<file path="src/hdl/cmd_pkg.sv">
package cmd_pkg;

  // command opcodes, first byte of a command
  typedef enum logic [7:0] {
    OP_READ  = 8'h01,
    OP_WRITE = 8'h02,
    OP_ADD   = 8'h03,
    OP_XOR   = 8'h04
  } cmd_op_t;

  // response status, first byte of a response
  typedef enum logic [7:0] {
    ST_OK       = 8'h00,
    ST_BAD_SUM  = 8'h01,
    ST_BAD_OP   = 8'h02,
    ST_BAD_ADDR = 8'h03
  } resp_status_t;

  // register file
  localparam int REG_COUNT     = 4;
  localparam int REG_ADDR_BITS = $clog2(REG_COUNT);

endpackage

</file>
<file path="src/hdl/tuart_pkg.sv">
package tuart_pkg;

  // serial frame: 1 start, WORD_BITS data, 1 stop, no parity
  localparam int WORD_BITS      = 8;
  localparam int CMD_WORDS      = 4;  // bytes per command and per response
  localparam int CLK_PER_SAMPLE = 8;  // clock cycles per bit time

  // software flow control characters
  localparam logic [7:0] XON_CHAR  = 8'h11;
  localparam logic [7:0] XOFF_CHAR = 8'h13;

  // transmit permission
  typedef enum logic {
    XON,
    XOFF
  } xctrl_t;

endpackage
</file>
<file path="src/hdl/resp_if.sv">
`timescale 1ns/1ns

interface resp_if;

  logic       res_vld;  // one cycle strobe
  logic [7:0] status;
  logic [7:0] addr;
  logic [7:0] value;    // register content after the operation

  modport exe (output res_vld, output status, output addr, output value);
  modport pack (input res_vld, input status, input addr, input value);

endinterface

</file>
<file path="src/hdl/cmd_if.sv">
`timescale 1ns/1ns

interface cmd_if import cmd_pkg::*; ();

  logic         cmd_vld;  // one cycle strobe
  cmd_op_t      op;
  logic [7:0]   addr;
  logic [7:0]   operand;
  resp_status_t status;   // result of the command checks

  // decoder side
  modport dec (output cmd_vld, output op, output addr, output operand, output status);

  // executor side
  modport exe (input cmd_vld, input op, input addr, input operand, input status);

endinterface

</file>
<file path="src/hdl/tuart_top.sv">
`timescale 1ns/1ns

module tuart_top (
  input  logic clk_i,
  input  logic rst_in,
  input  logic rx_i,
  output logic tx_o
);

  // receiver to decoder
  logic       rx_stb;
  logic [7:0] rx_byte;

  // flow control pulses
  logic xstb;
  logic xon;
  logic xoff;

  // response handshake
  logic        tx_stb;
  logic        tx_rdy;
  logic [31:0] tx_data;

  cmd_if  cmd_bus ();
  resp_if res_bus ();

  tuart_rx u_rx (
    .clk_i     (clk_i),
    .rst_in    (rst_in),
    .rx_i      (rx_i),
    .rx_stb_o  (rx_stb),
    .rx_byte_o (rx_byte)
  );

  cmd_decode u_dec (
    .clk_i     (clk_i),
    .rst_in    (rst_in),
    .rx_stb_i  (rx_stb),
    .rx_byte_i (rx_byte),
    .cmd       (cmd_bus.dec),
    .xstb_o    (xstb),
    .xon_o     (xon),
    .xoff_o    (xoff)
  );

  cmd_exec u_exec (
    .clk_i  (clk_i),
    .rst_in (rst_in),
    .cmd    (cmd_bus.exe),
    .res    (res_bus.exe)
  );

  resp_pack u_pack (
    .clk_i     (clk_i),
    .rst_in    (rst_in),
    .res       (res_bus.pack),
    .tx_rdy_i  (tx_rdy),
    .tx_stb_o  (tx_stb),
    .tx_data_o (tx_data)
  );

  tuart_tx u_tx (
    .clk_i  (clk_i),
    .rst_in (rst_in),
    .stb_i  (tx_stb),
    .rdy_o  (tx_rdy),
    .tx_o   (tx_o),
    .xstb_i (xstb),
    .xoff_i (xoff),
    .xon_i  (xon),
    .data_i (tx_data)
  );

endmodule

</file>
<file path="src/hdl/tuart_tx.sv">
`timescale 1ns/1ns

module tuart_tx import tuart_pkg::*; (
  input  logic                             clk_i,
  input  logic                             rst_in,
  input  logic                             stb_i,   // start a response
  output logic                             rdy_o,   // idle, ready for a response
  output logic                             tx_o,
  input  logic                             xstb_i,  // flow control update
  input  logic                             xoff_i,
  input  logic                             xon_i,
  input  logic [WORD_BITS*CMD_WORDS-1:0]   data_i
);

  typedef enum logic [1:0] {IDLE, TX_START, TX_DATA, TX_STOP} tx_state_t;
  typedef logic [$clog2(CLK_PER_SAMPLE)-1:0] tcnt_t;
  typedef logic [$clog2(WORD_BITS)-1:0]      bcnt_t;
  typedef logic [$clog2(CMD_WORDS)-1:0]      wcnt_t;

  tx_state_t state;
  tx_state_t state_next;

  logic [WORD_BITS*CMD_WORDS-1:0] shft_reg;
  logic [WORD_BITS*CMD_WORDS-1:0] shft_reg_next;

  tcnt_t time_cnt;
  tcnt_t time_cnt_next;
  bcnt_t bit_cnt;
  bcnt_t bit_cnt_next;
  wcnt_t word_cnt;
  wcnt_t word_cnt_next;

  xctrl_t xctrl;

  assign rdy_o = (state == IDLE);

  always_comb begin
    case (state)
      TX_START: tx_o = 1'b0;
      TX_DATA:  tx_o = shft_reg[0];
      default:  tx_o = 1'b1;  // idle and stop bit
    endcase
  end

  always_comb begin
    state_next    = state;
    shft_reg_next = shft_reg;
    time_cnt_next = time_cnt;
    bit_cnt_next  = bit_cnt;
    word_cnt_next = word_cnt;

    case (state)
      // xoff only holds back a new response
      IDLE: begin
        if (stb_i && xctrl == XON) begin
          state_next    = TX_START;
          shft_reg_next = data_i;
          time_cnt_next = tcnt_t'(CLK_PER_SAMPLE - 1);
          word_cnt_next = wcnt_t'(CMD_WORDS - 1);
        end
      end

      TX_START: begin
        time_cnt_next = time_cnt - 1'b1;
        if (time_cnt == '0) begin
          state_next    = TX_DATA;
          time_cnt_next = tcnt_t'(CLK_PER_SAMPLE - 1);
          bit_cnt_next  = bcnt_t'(WORD_BITS - 1);
        end
      end

      TX_DATA: begin
        time_cnt_next = time_cnt - 1'b1;
        if (time_cnt == '0) begin
          time_cnt_next = tcnt_t'(CLK_PER_SAMPLE - 1);
          bit_cnt_next  = bit_cnt - 1'b1;
          shft_reg_next = shft_reg >> 1;  // lsb first, low byte first
          if (bit_cnt == '0) state_next = TX_STOP;
        end
      end

      TX_STOP: begin
        time_cnt_next = time_cnt - 1'b1;
        if (time_cnt == '0) begin
          time_cnt_next = tcnt_t'(CLK_PER_SAMPLE - 1);
          word_cnt_next = word_cnt - 1'b1;
          // next byte follows straight after the stop bit
          state_next = (word_cnt == '0) ? IDLE : TX_START;
        end
      end

      default: state_next = IDLE;
    endcase
  end

  always_ff @(posedge clk_i) begin
    if (!rst_in) begin
      state <= IDLE;
    end else begin
      state <= state_next;
    end
  end

  // datapath and counters, loaded on accept
  always_ff @(posedge clk_i) begin
    shft_reg <= shft_reg_next;
    time_cnt <= time_cnt_next;
    bit_cnt  <= bit_cnt_next;
    word_cnt <= word_cnt_next;
  end

  always_ff @(posedge clk_i) begin
    if (!rst_in) begin
      xctrl <= XON;
    end else if (xstb_i) begin
      if (xon_i)       xctrl <= XON;
      else if (xoff_i) xctrl <= XOFF;
    end
  end

endmodule

</file>
<file path="src/hdl/resp_pack.sv">
`timescale 1ns/1ns

module resp_pack (
  input  logic        clk_i,
  input  logic        rst_in,
  resp_if.pack        res,
  input  logic        tx_rdy_i,
  output logic        tx_stb_o,
  output logic [31:0] tx_data_o
);

  logic        pending;  // one response waiting for the transmitter
  logic        rdy_q;
  logic [31:0] word;
  logic        accepted;

  assign tx_stb_o  = pending;
  assign tx_data_o = word;

  // transmitter took the word when its ready level drops
  assign accepted = pending && rdy_q && !tx_rdy_i;

  always_ff @(posedge clk_i) begin
    if (!rst_in) begin
      pending <= 1'b0;
      rdy_q   <= 1'b1;
    end else begin
      rdy_q <= tx_rdy_i;
      if (accepted) begin
        pending <= 1'b0;
      end else if (res.res_vld) begin
        pending <= 1'b1;
      end
    end
  end

  // results arriving while one is pending are dropped
  always_ff @(posedge clk_i) begin
    if (res.res_vld && !pending) begin
      word <= {res.status ^ res.addr ^ res.value,  // checksum goes out last
               res.value,
               res.addr,
               res.status};
    end
  end

endmodule

</file>
<file path="src/hdl/cmd_exec.sv">
`timescale 1ns/1ns

module cmd_exec import cmd_pkg::*; (
  input  logic clk_i,
  input  logic rst_in,
  cmd_if.exe   cmd,
  resp_if.exe  res
);

  logic [7:0] regs [REG_COUNT];

  logic [REG_ADDR_BITS-1:0] idx;
  logic [7:0]               cur;
  logic [7:0]               nxt;
  logic                     ok;

  // address range already checked by the decoder
  assign idx = cmd.addr[REG_ADDR_BITS-1:0];
  assign ok  = (cmd.status == ST_OK);
  assign cur = regs[idx];

  always_comb begin
    case (cmd.op)
      OP_WRITE: nxt = cmd.operand;
      OP_ADD:   nxt = cur + cmd.operand;  // wraps modulo 256
      OP_XOR:   nxt = cur ^ cmd.operand;
      default:  nxt = cur;                // read
    endcase
  end

  always_ff @(posedge clk_i) begin
    if (!rst_in) begin
      for (int i = 0; i < REG_COUNT; i++) begin
        regs[i] <= '0;
      end
      res.res_vld <= 1'b0;
    end else begin
      res.res_vld <= cmd.cmd_vld;
      if (cmd.cmd_vld && ok) regs[idx] <= nxt;
    end
  end

  // result fields
  always_ff @(posedge clk_i) begin
    if (cmd.cmd_vld) begin
      res.status <= cmd.status;
      res.addr   <= cmd.addr;
      res.value  <= ok ? nxt : 8'h00;  // rejected commands report zero
    end
  end

endmodule

</file>
<file path="src/hdl/cmd_decode.sv">
`timescale 1ns/1ns

module cmd_decode import tuart_pkg::*, cmd_pkg::*; (
  input  logic       clk_i,
  input  logic       rst_in,
  input  logic       rx_stb_i,
  input  logic [7:0] rx_byte_i,
  cmd_if.dec         cmd,
  output logic       xstb_o,
  output logic       xon_o,
  output logic       xoff_o
);

  logic [$clog2(CMD_WORDS)-1:0] byte_idx;

  logic [7:0] op_byte;
  logic [7:0] addr_byte;
  logic [7:0] operand_byte;
  logic [7:0] csum;  // xor of the bytes so far

  logic         is_flow;
  logic         op_known;
  resp_status_t status_nxt;

  assign cmd.op      = cmd_op_t'(op_byte);
  assign cmd.addr    = addr_byte;
  assign cmd.operand = operand_byte;

  // flow characters only count between commands
  assign is_flow = (byte_idx == '0) &&
                   (rx_byte_i == XON_CHAR || rx_byte_i == XOFF_CHAR);

  always_comb begin
    case (op_byte)
      OP_READ, OP_WRITE, OP_ADD, OP_XOR: op_known = 1'b1;
      default:                           op_known = 1'b0;
    endcase
  end

  // checks in priority order, rx_byte_i is the checksum byte here
  always_comb begin
    if (csum != rx_byte_i)      status_nxt = ST_BAD_SUM;
    else if (!op_known)         status_nxt = ST_BAD_OP;
    else if (addr_byte >= REG_COUNT) status_nxt = ST_BAD_ADDR;
    else                        status_nxt = ST_OK;
  end

  always_ff @(posedge clk_i) begin
    if (!rst_in) begin
      byte_idx    <= '0;
      cmd.cmd_vld <= 1'b0;
      xstb_o      <= 1'b0;
      xon_o       <= 1'b0;
      xoff_o      <= 1'b0;
    end else begin
      cmd.cmd_vld <= 1'b0;
      xstb_o      <= 1'b0;
      xon_o       <= 1'b0;
      xoff_o      <= 1'b0;
      if (rx_stb_i) begin
        if (is_flow) begin
          xstb_o <= 1'b1;
          xon_o  <= (rx_byte_i == XON_CHAR);
          xoff_o <= (rx_byte_i == XOFF_CHAR);
        end else begin
          byte_idx <= byte_idx + 1'b1;  // wraps after the checksum byte
          if (int'(byte_idx) == CMD_WORDS - 1) cmd.cmd_vld <= 1'b1;
        end
      end
    end
  end

  // field capture
  always_ff @(posedge clk_i) begin
    if (rx_stb_i && !is_flow) begin
      case (byte_idx)
        2'd0: begin
          op_byte <= rx_byte_i;
          csum    <= rx_byte_i;
        end
        2'd1: begin
          addr_byte <= rx_byte_i;
          csum      <= csum ^ rx_byte_i;
        end
        2'd2: begin
          operand_byte <= rx_byte_i;
          csum         <= csum ^ rx_byte_i;
        end
        default: cmd.status <= status_nxt;
      endcase
    end
  end

endmodule

</file>
<file path="src/hdl/tuart_rx.sv">
`timescale 1ns/1ns

module tuart_rx import tuart_pkg::*; (
  input  logic       clk_i,
  input  logic       rst_in,
  input  logic       rx_i,
  output logic       rx_stb_o,
  output logic [7:0] rx_byte_o
);

  typedef enum logic [1:0] {IDLE, START, DATA, STOP} rx_state_t;
  typedef logic [$clog2(CLK_PER_SAMPLE)-1:0] tcnt_t;
  typedef logic [$clog2(WORD_BITS)-1:0]      bcnt_t;

  rx_state_t state;

  logic rx_meta;
  logic rx_sync;
  logic rx_last;  // previous synchronised level, for edge detect

  tcnt_t          time_cnt;
  bcnt_t          bit_cnt;
  logic [WORD_BITS-1:0] shft_reg;

  assign rx_byte_o = shft_reg;

  // two flop synchroniser plus one flop for the falling edge
  always_ff @(posedge clk_i) begin
    if (!rst_in) begin
      rx_meta <= 1'b1;
      rx_sync <= 1'b1;
      rx_last <= 1'b1;
    end else begin
      rx_meta <= rx_i;
      rx_sync <= rx_meta;
      rx_last <= rx_sync;
    end
  end

  always_ff @(posedge clk_i) begin
    if (!rst_in) begin
      state    <= IDLE;
      rx_stb_o <= 1'b0;
    end else begin
      rx_stb_o <= 1'b0;
      case (state)
        IDLE: begin
          // only a falling edge starts a frame, a stuck low line after
          // a framing error is ignored
          if (rx_last && !rx_sync) state <= START;
        end

        START: begin
          if (time_cnt == '0) state <= rx_sync ? IDLE : DATA;  // glitch check
        end

        DATA: begin
          if (time_cnt == '0 && bit_cnt == '0) state <= STOP;
        end

        STOP: begin
          if (time_cnt == '0) begin
            rx_stb_o <= rx_sync;  // no strobe on a framing error
            state    <= IDLE;
          end
        end

        default: state <= IDLE;
      endcase
    end
  end

  // bit timing and data shift
  always_ff @(posedge clk_i) begin
    case (state)
      IDLE: begin
        time_cnt <= tcnt_t'(CLK_PER_SAMPLE / 2 - 1);  // half bit to mid start
        bit_cnt  <= bcnt_t'(WORD_BITS - 1);
      end

      DATA: begin
        time_cnt <= time_cnt - 1'b1;
        if (time_cnt == '0) begin
          time_cnt <= tcnt_t'(CLK_PER_SAMPLE - 1);
          bit_cnt  <= bit_cnt - 1'b1;
          shft_reg <= {rx_sync, shft_reg[WORD_BITS-1:1]};  // lsb first
        end
      end

      default: begin  // START and STOP
        time_cnt <= time_cnt - 1'b1;
        if (time_cnt == '0) time_cnt <= tcnt_t'(CLK_PER_SAMPLE - 1);
      end
    endcase
  end

endmodule

</file>
<file path="config.mk">
export PLATFORM = sky130hd
export DESIGN_NAME = tuart_top
export DESIGN_NICKNAME = d
export VERILOG_FILES = /design/src/hdl/cmd_pkg.sv /design/src/hdl/tuart_pkg.sv /design/src/hdl/resp_if.sv /design/src/hdl/cmd_if.sv /design/src/hdl/tuart_top.sv /design/src/hdl/tuart_tx.sv /design/src/hdl/resp_pack.sv /design/src/hdl/cmd_exec.sv /design/src/hdl/cmd_decode.sv /design/src/hdl/tuart_rx.sv
export SDC_FILE = /design/constraint.sdc
export NUM_CORES = 1
export LEC_CHECK = 0
export ABC_AREA = 1
export BUFFER_PORTS_ARGS = -buffer_cell sky130_fd_sc_hd__buf_2
export CAP_MARGIN = 20
export CORE_MARGIN = 3
export CORE_UTILIZATION = 35
export CTS_CLUSTER_SIZE = 10
export DETAILED_ROUTE_END_ITERATION = 6
export GPL_TIMING_DRIVEN = 0
export RECOVER_POWER = 25
export SLEW_MARGIN = 10
export SYNTH_ARGS = -nofsm -noshare
export SYNTH_HDL_FRONTEND = slang
export SYNTH_HIERARCHICAL = 1
export SYNTH_SLANG_ARGS = --single-unit
</file>
<file path="constraint.sdc">
create_clock -name clk_i -period 3.7 [get_ports clk_i]
set_input_delay 0.185 -clock clk_i [delete_from_list [all_inputs] [get_ports clk_i]]
set_output_delay 0.185 -clock clk_i [all_outputs]
set_load 0.01 [all_outputs]
</file>
==> metrics <==
status=complete, no violations; Pwr Density=422.0 nW/µm²; placeable core region=24,680 µm²; Top Ports=4; post-route worst hold slack=393.2 ps; Max Fanout on Critical Path=10; fraction of final layout cells sized beyond drive strength 1=10.54%; final wirelength=16.32 mm; Die Area=27,400 µm²; number of I/O port buffers=3; Post-Synthesis Cell Area=8909 µm²; Synth Area per Inst=10.15 µm²; total count of hold-check failures in the final report=0; fill count=2,405; data arrival time of the critical path=2830 ps; overflow left after global routing=0; classification of the worst setup path=reg2reg; top achievable clock speed=375.0 MHz; area delta synth->final=12.18%; Std-Cell Rows=57; final count of pins violating max slew=0; total of cells resized after clock tree synthesis=0; worst skew pair latency=430 ps; Chip Height=165.5 µm; most common cell after layout, fill and taps aside=sky130_fd_sc_hd__nand2_1; worst min-delay path category=in2reg; WP data required=3870 ps; commonest non-fill, non-tap cells in the layout=sky130_fd_sc_hd__nand2_1 (277), sky130_fd_sc_hd__edfxtp_1 (173), sky130_fd_sc_hd__inv_1 (111); Final Power=4218 µW; antenna violations before repair=0; Inserted Clock Buffers=17; maximum root-to-sink buffer count=2; final worst clock skew=9.372 ps; Layout Nets=938; detailed placement HPWL=11.54 mm; transition at the pin with the smallest max-transition slack=1049 ps; Leakage Power=0.004078 µW; total DRC errors in the routed layout=0; Die X-Extent=165.5 µm; antenna diode instance count=0; type of origin of the critical path=flip-flop; number of flip-flops and latches in the synthesized netlist=194; clock-pin slew on the worst setup and hold paths=80 ps; buffer type at the clock tree root=sky130_fd_sc_hd__clkbuf_16; first-pass GRT wire length=26.48 mm; number of warning messages in the yosys log=6; count of different cell masters after synthesis=40; max-capacitance violation count=0; mean routed wirelength per cell=13.12 µm; via count=5,673; post-synthesis cell count=878; maximum number of pins on one net before global-route repair=33; RSZ-0062 raised after global routing=false; routability congestion estimate=0.8209; Non-Filler Cell Area, Final=9993 µm²; Slew headroom=30.04%; total number of H-tree levels=4; min Tclk post-route=2666 ps; total routing usage reported by global routing=12.39%; Avg Vias per Cell=4.560; Reg area=5615 µm²; Starting Density=36.10%; number of iterations in the first detailed-routing pass=5; placed cell area=9394 µm²; clock tree from TritonCTS=yes; Clock Sinks=194; number of global-route vias before repair=5,304; final cycle utilization of the critical path=72.06%; share of synthesized area occupied by flip-flops and latches=63.03%; endpoint type of the worst setup path=flip-flop; combined area of the multi-input logic cells=2708 µm²; antenna-violating nets left=0; Setup TNS Final=0 ps; 1st-iter DRT viols=373; final setup violating endpoints=0; worst vdd ir=312.1 µV
[power breakdown]
part / total (µW) / switching (µW) / internal (µW)
combinational: 73.2 / 48.3 / 24.9
sequential: 2390 / 9.46 / 2380
clock: 1760 / 864 / 895
[worst paths after layout]
check / start / end / slack [ps] / cells past startpoint
max: u_dec/cmd.addr[0] / u_exec/regs[1][4] / 1030 / 15
min: rst_in / u_rx/rx_last / 390 / 2
max reg2reg: u_dec/cmd.addr[0] / u_exec/regs[1][4] / 1030 / 15
min reg2reg: u_rx/time_cnt[0] / u_rx/time_cnt[0] / 400 / 1
[what timing repair did]
action / in CTS / in global routing
endpoints found under the hold margin: 1 / 0
buffers inserted: 0 / 0
hold buffers: 1 / 0
[synth_stat cells (all sizes together)]
library cell  count  area (µm²)
a41oi             1       8.760
nand3            61       345.3
nor3              6       41.29
a21oi            14       73.82
a211oi            1       7.510
o22ai             2       25.02
clkinv            1       3.750
fa                1       20.02
nand4            15       100.1
nor2             90       375.4
xnor2             7       61.31
or2               3       18.77
dfxtp            21       420.4
conb              1       3.750
nand2           286        1111
nor4              1       6.260
a21boi            1       7.510
ha               26       325.3
and3              1       6.260
clkbuf            2       11.26
o21ai            20       100.1
inv             122       463.0
buf              18       142.6
xor2              4       35.03
edfxtp          173        5195
[layer usage]
| layer | vias up | global-route usage (%) | share of wire (%) |
|---|---|---|---|
| li1 | 2914 | - | - |
| met3 | 17 | 2.669 | 3.7 |
| met4 | 0 | 3.894 | 1.5 |
| met2 | 100 | 20.18 | 47 |
| met1 | 2642 | 16.60 | 48 |
| met5 | - | 0 | 0 |
[logic make-up after synthesis]
logic type	count (synthesis)	share of synthesized area [%]
other	1	0.04209
adders and majority gates	27	3.876
and+or+nand+nor	463	22.50
AOI/OAI and AO/OA	39	2.500
xor gates and xnor gates	11	1.081
DFF	194	63.03
buffers and inverters	143	6.966
[per-stage QoR]
| step | utilization (%) | worst slack (ps) | cells |
|---|---|---|---|
| after global placement | 37.88 | -155.9 | 1210 |
| final | 40.50 | 1034 | 1244 |
| after detailed placement | 38.07 | 824.1 | 1211 |
| after global routing | 40.50 | 825.9 | 1244 |
| after CTS | 40.40 | 814.7 | 1243 |
| after floorplan | - | 715.5 | 883 |
[worst max-delay path: stages, from the launching register on]
cell                       delay, ps
sky130_fd_sc_hd__edfxtp_1        380
sky130_fd_sc_hd__buf_6           170
sky130_fd_sc_hd__inv_4            80
sky130_fd_sc_hd__buf_6           150
sky130_fd_sc_hd__nand2_1          50
sky130_fd_sc_hd__nand3_1          70
sky130_fd_sc_hd__nand2_1         120
sky130_fd_sc_hd__inv_1            60
sky130_fd_sc_hd__ha_1            210
sky130_fd_sc_hd__fa_1            440
sky130_fd_sc_hd__nand3_1         150
sky130_fd_sc_hd__nand4_1          90
sky130_fd_sc_hd__nand3_1         130
sky130_fd_sc_hd__nand4_2         120
sky130_fd_sc_hd__nand3_2         120
sky130_fd_sc_hd__nor2_1           50
[cell type report]
type | count | area share (%)
clock inverters | 14 | 1.402
well taps | 324 | 4.057
clock buffers | 17 | 4.257
plain buffers | 20 | 1.540
inverters | 123 | 4.670
repair buffers | 6 | 0.7888
multi-input cells | 546 | 27.09
flip-flops and latches | 194 | 56.19
No activity file was read; power rests on OpenSTA's default activity.
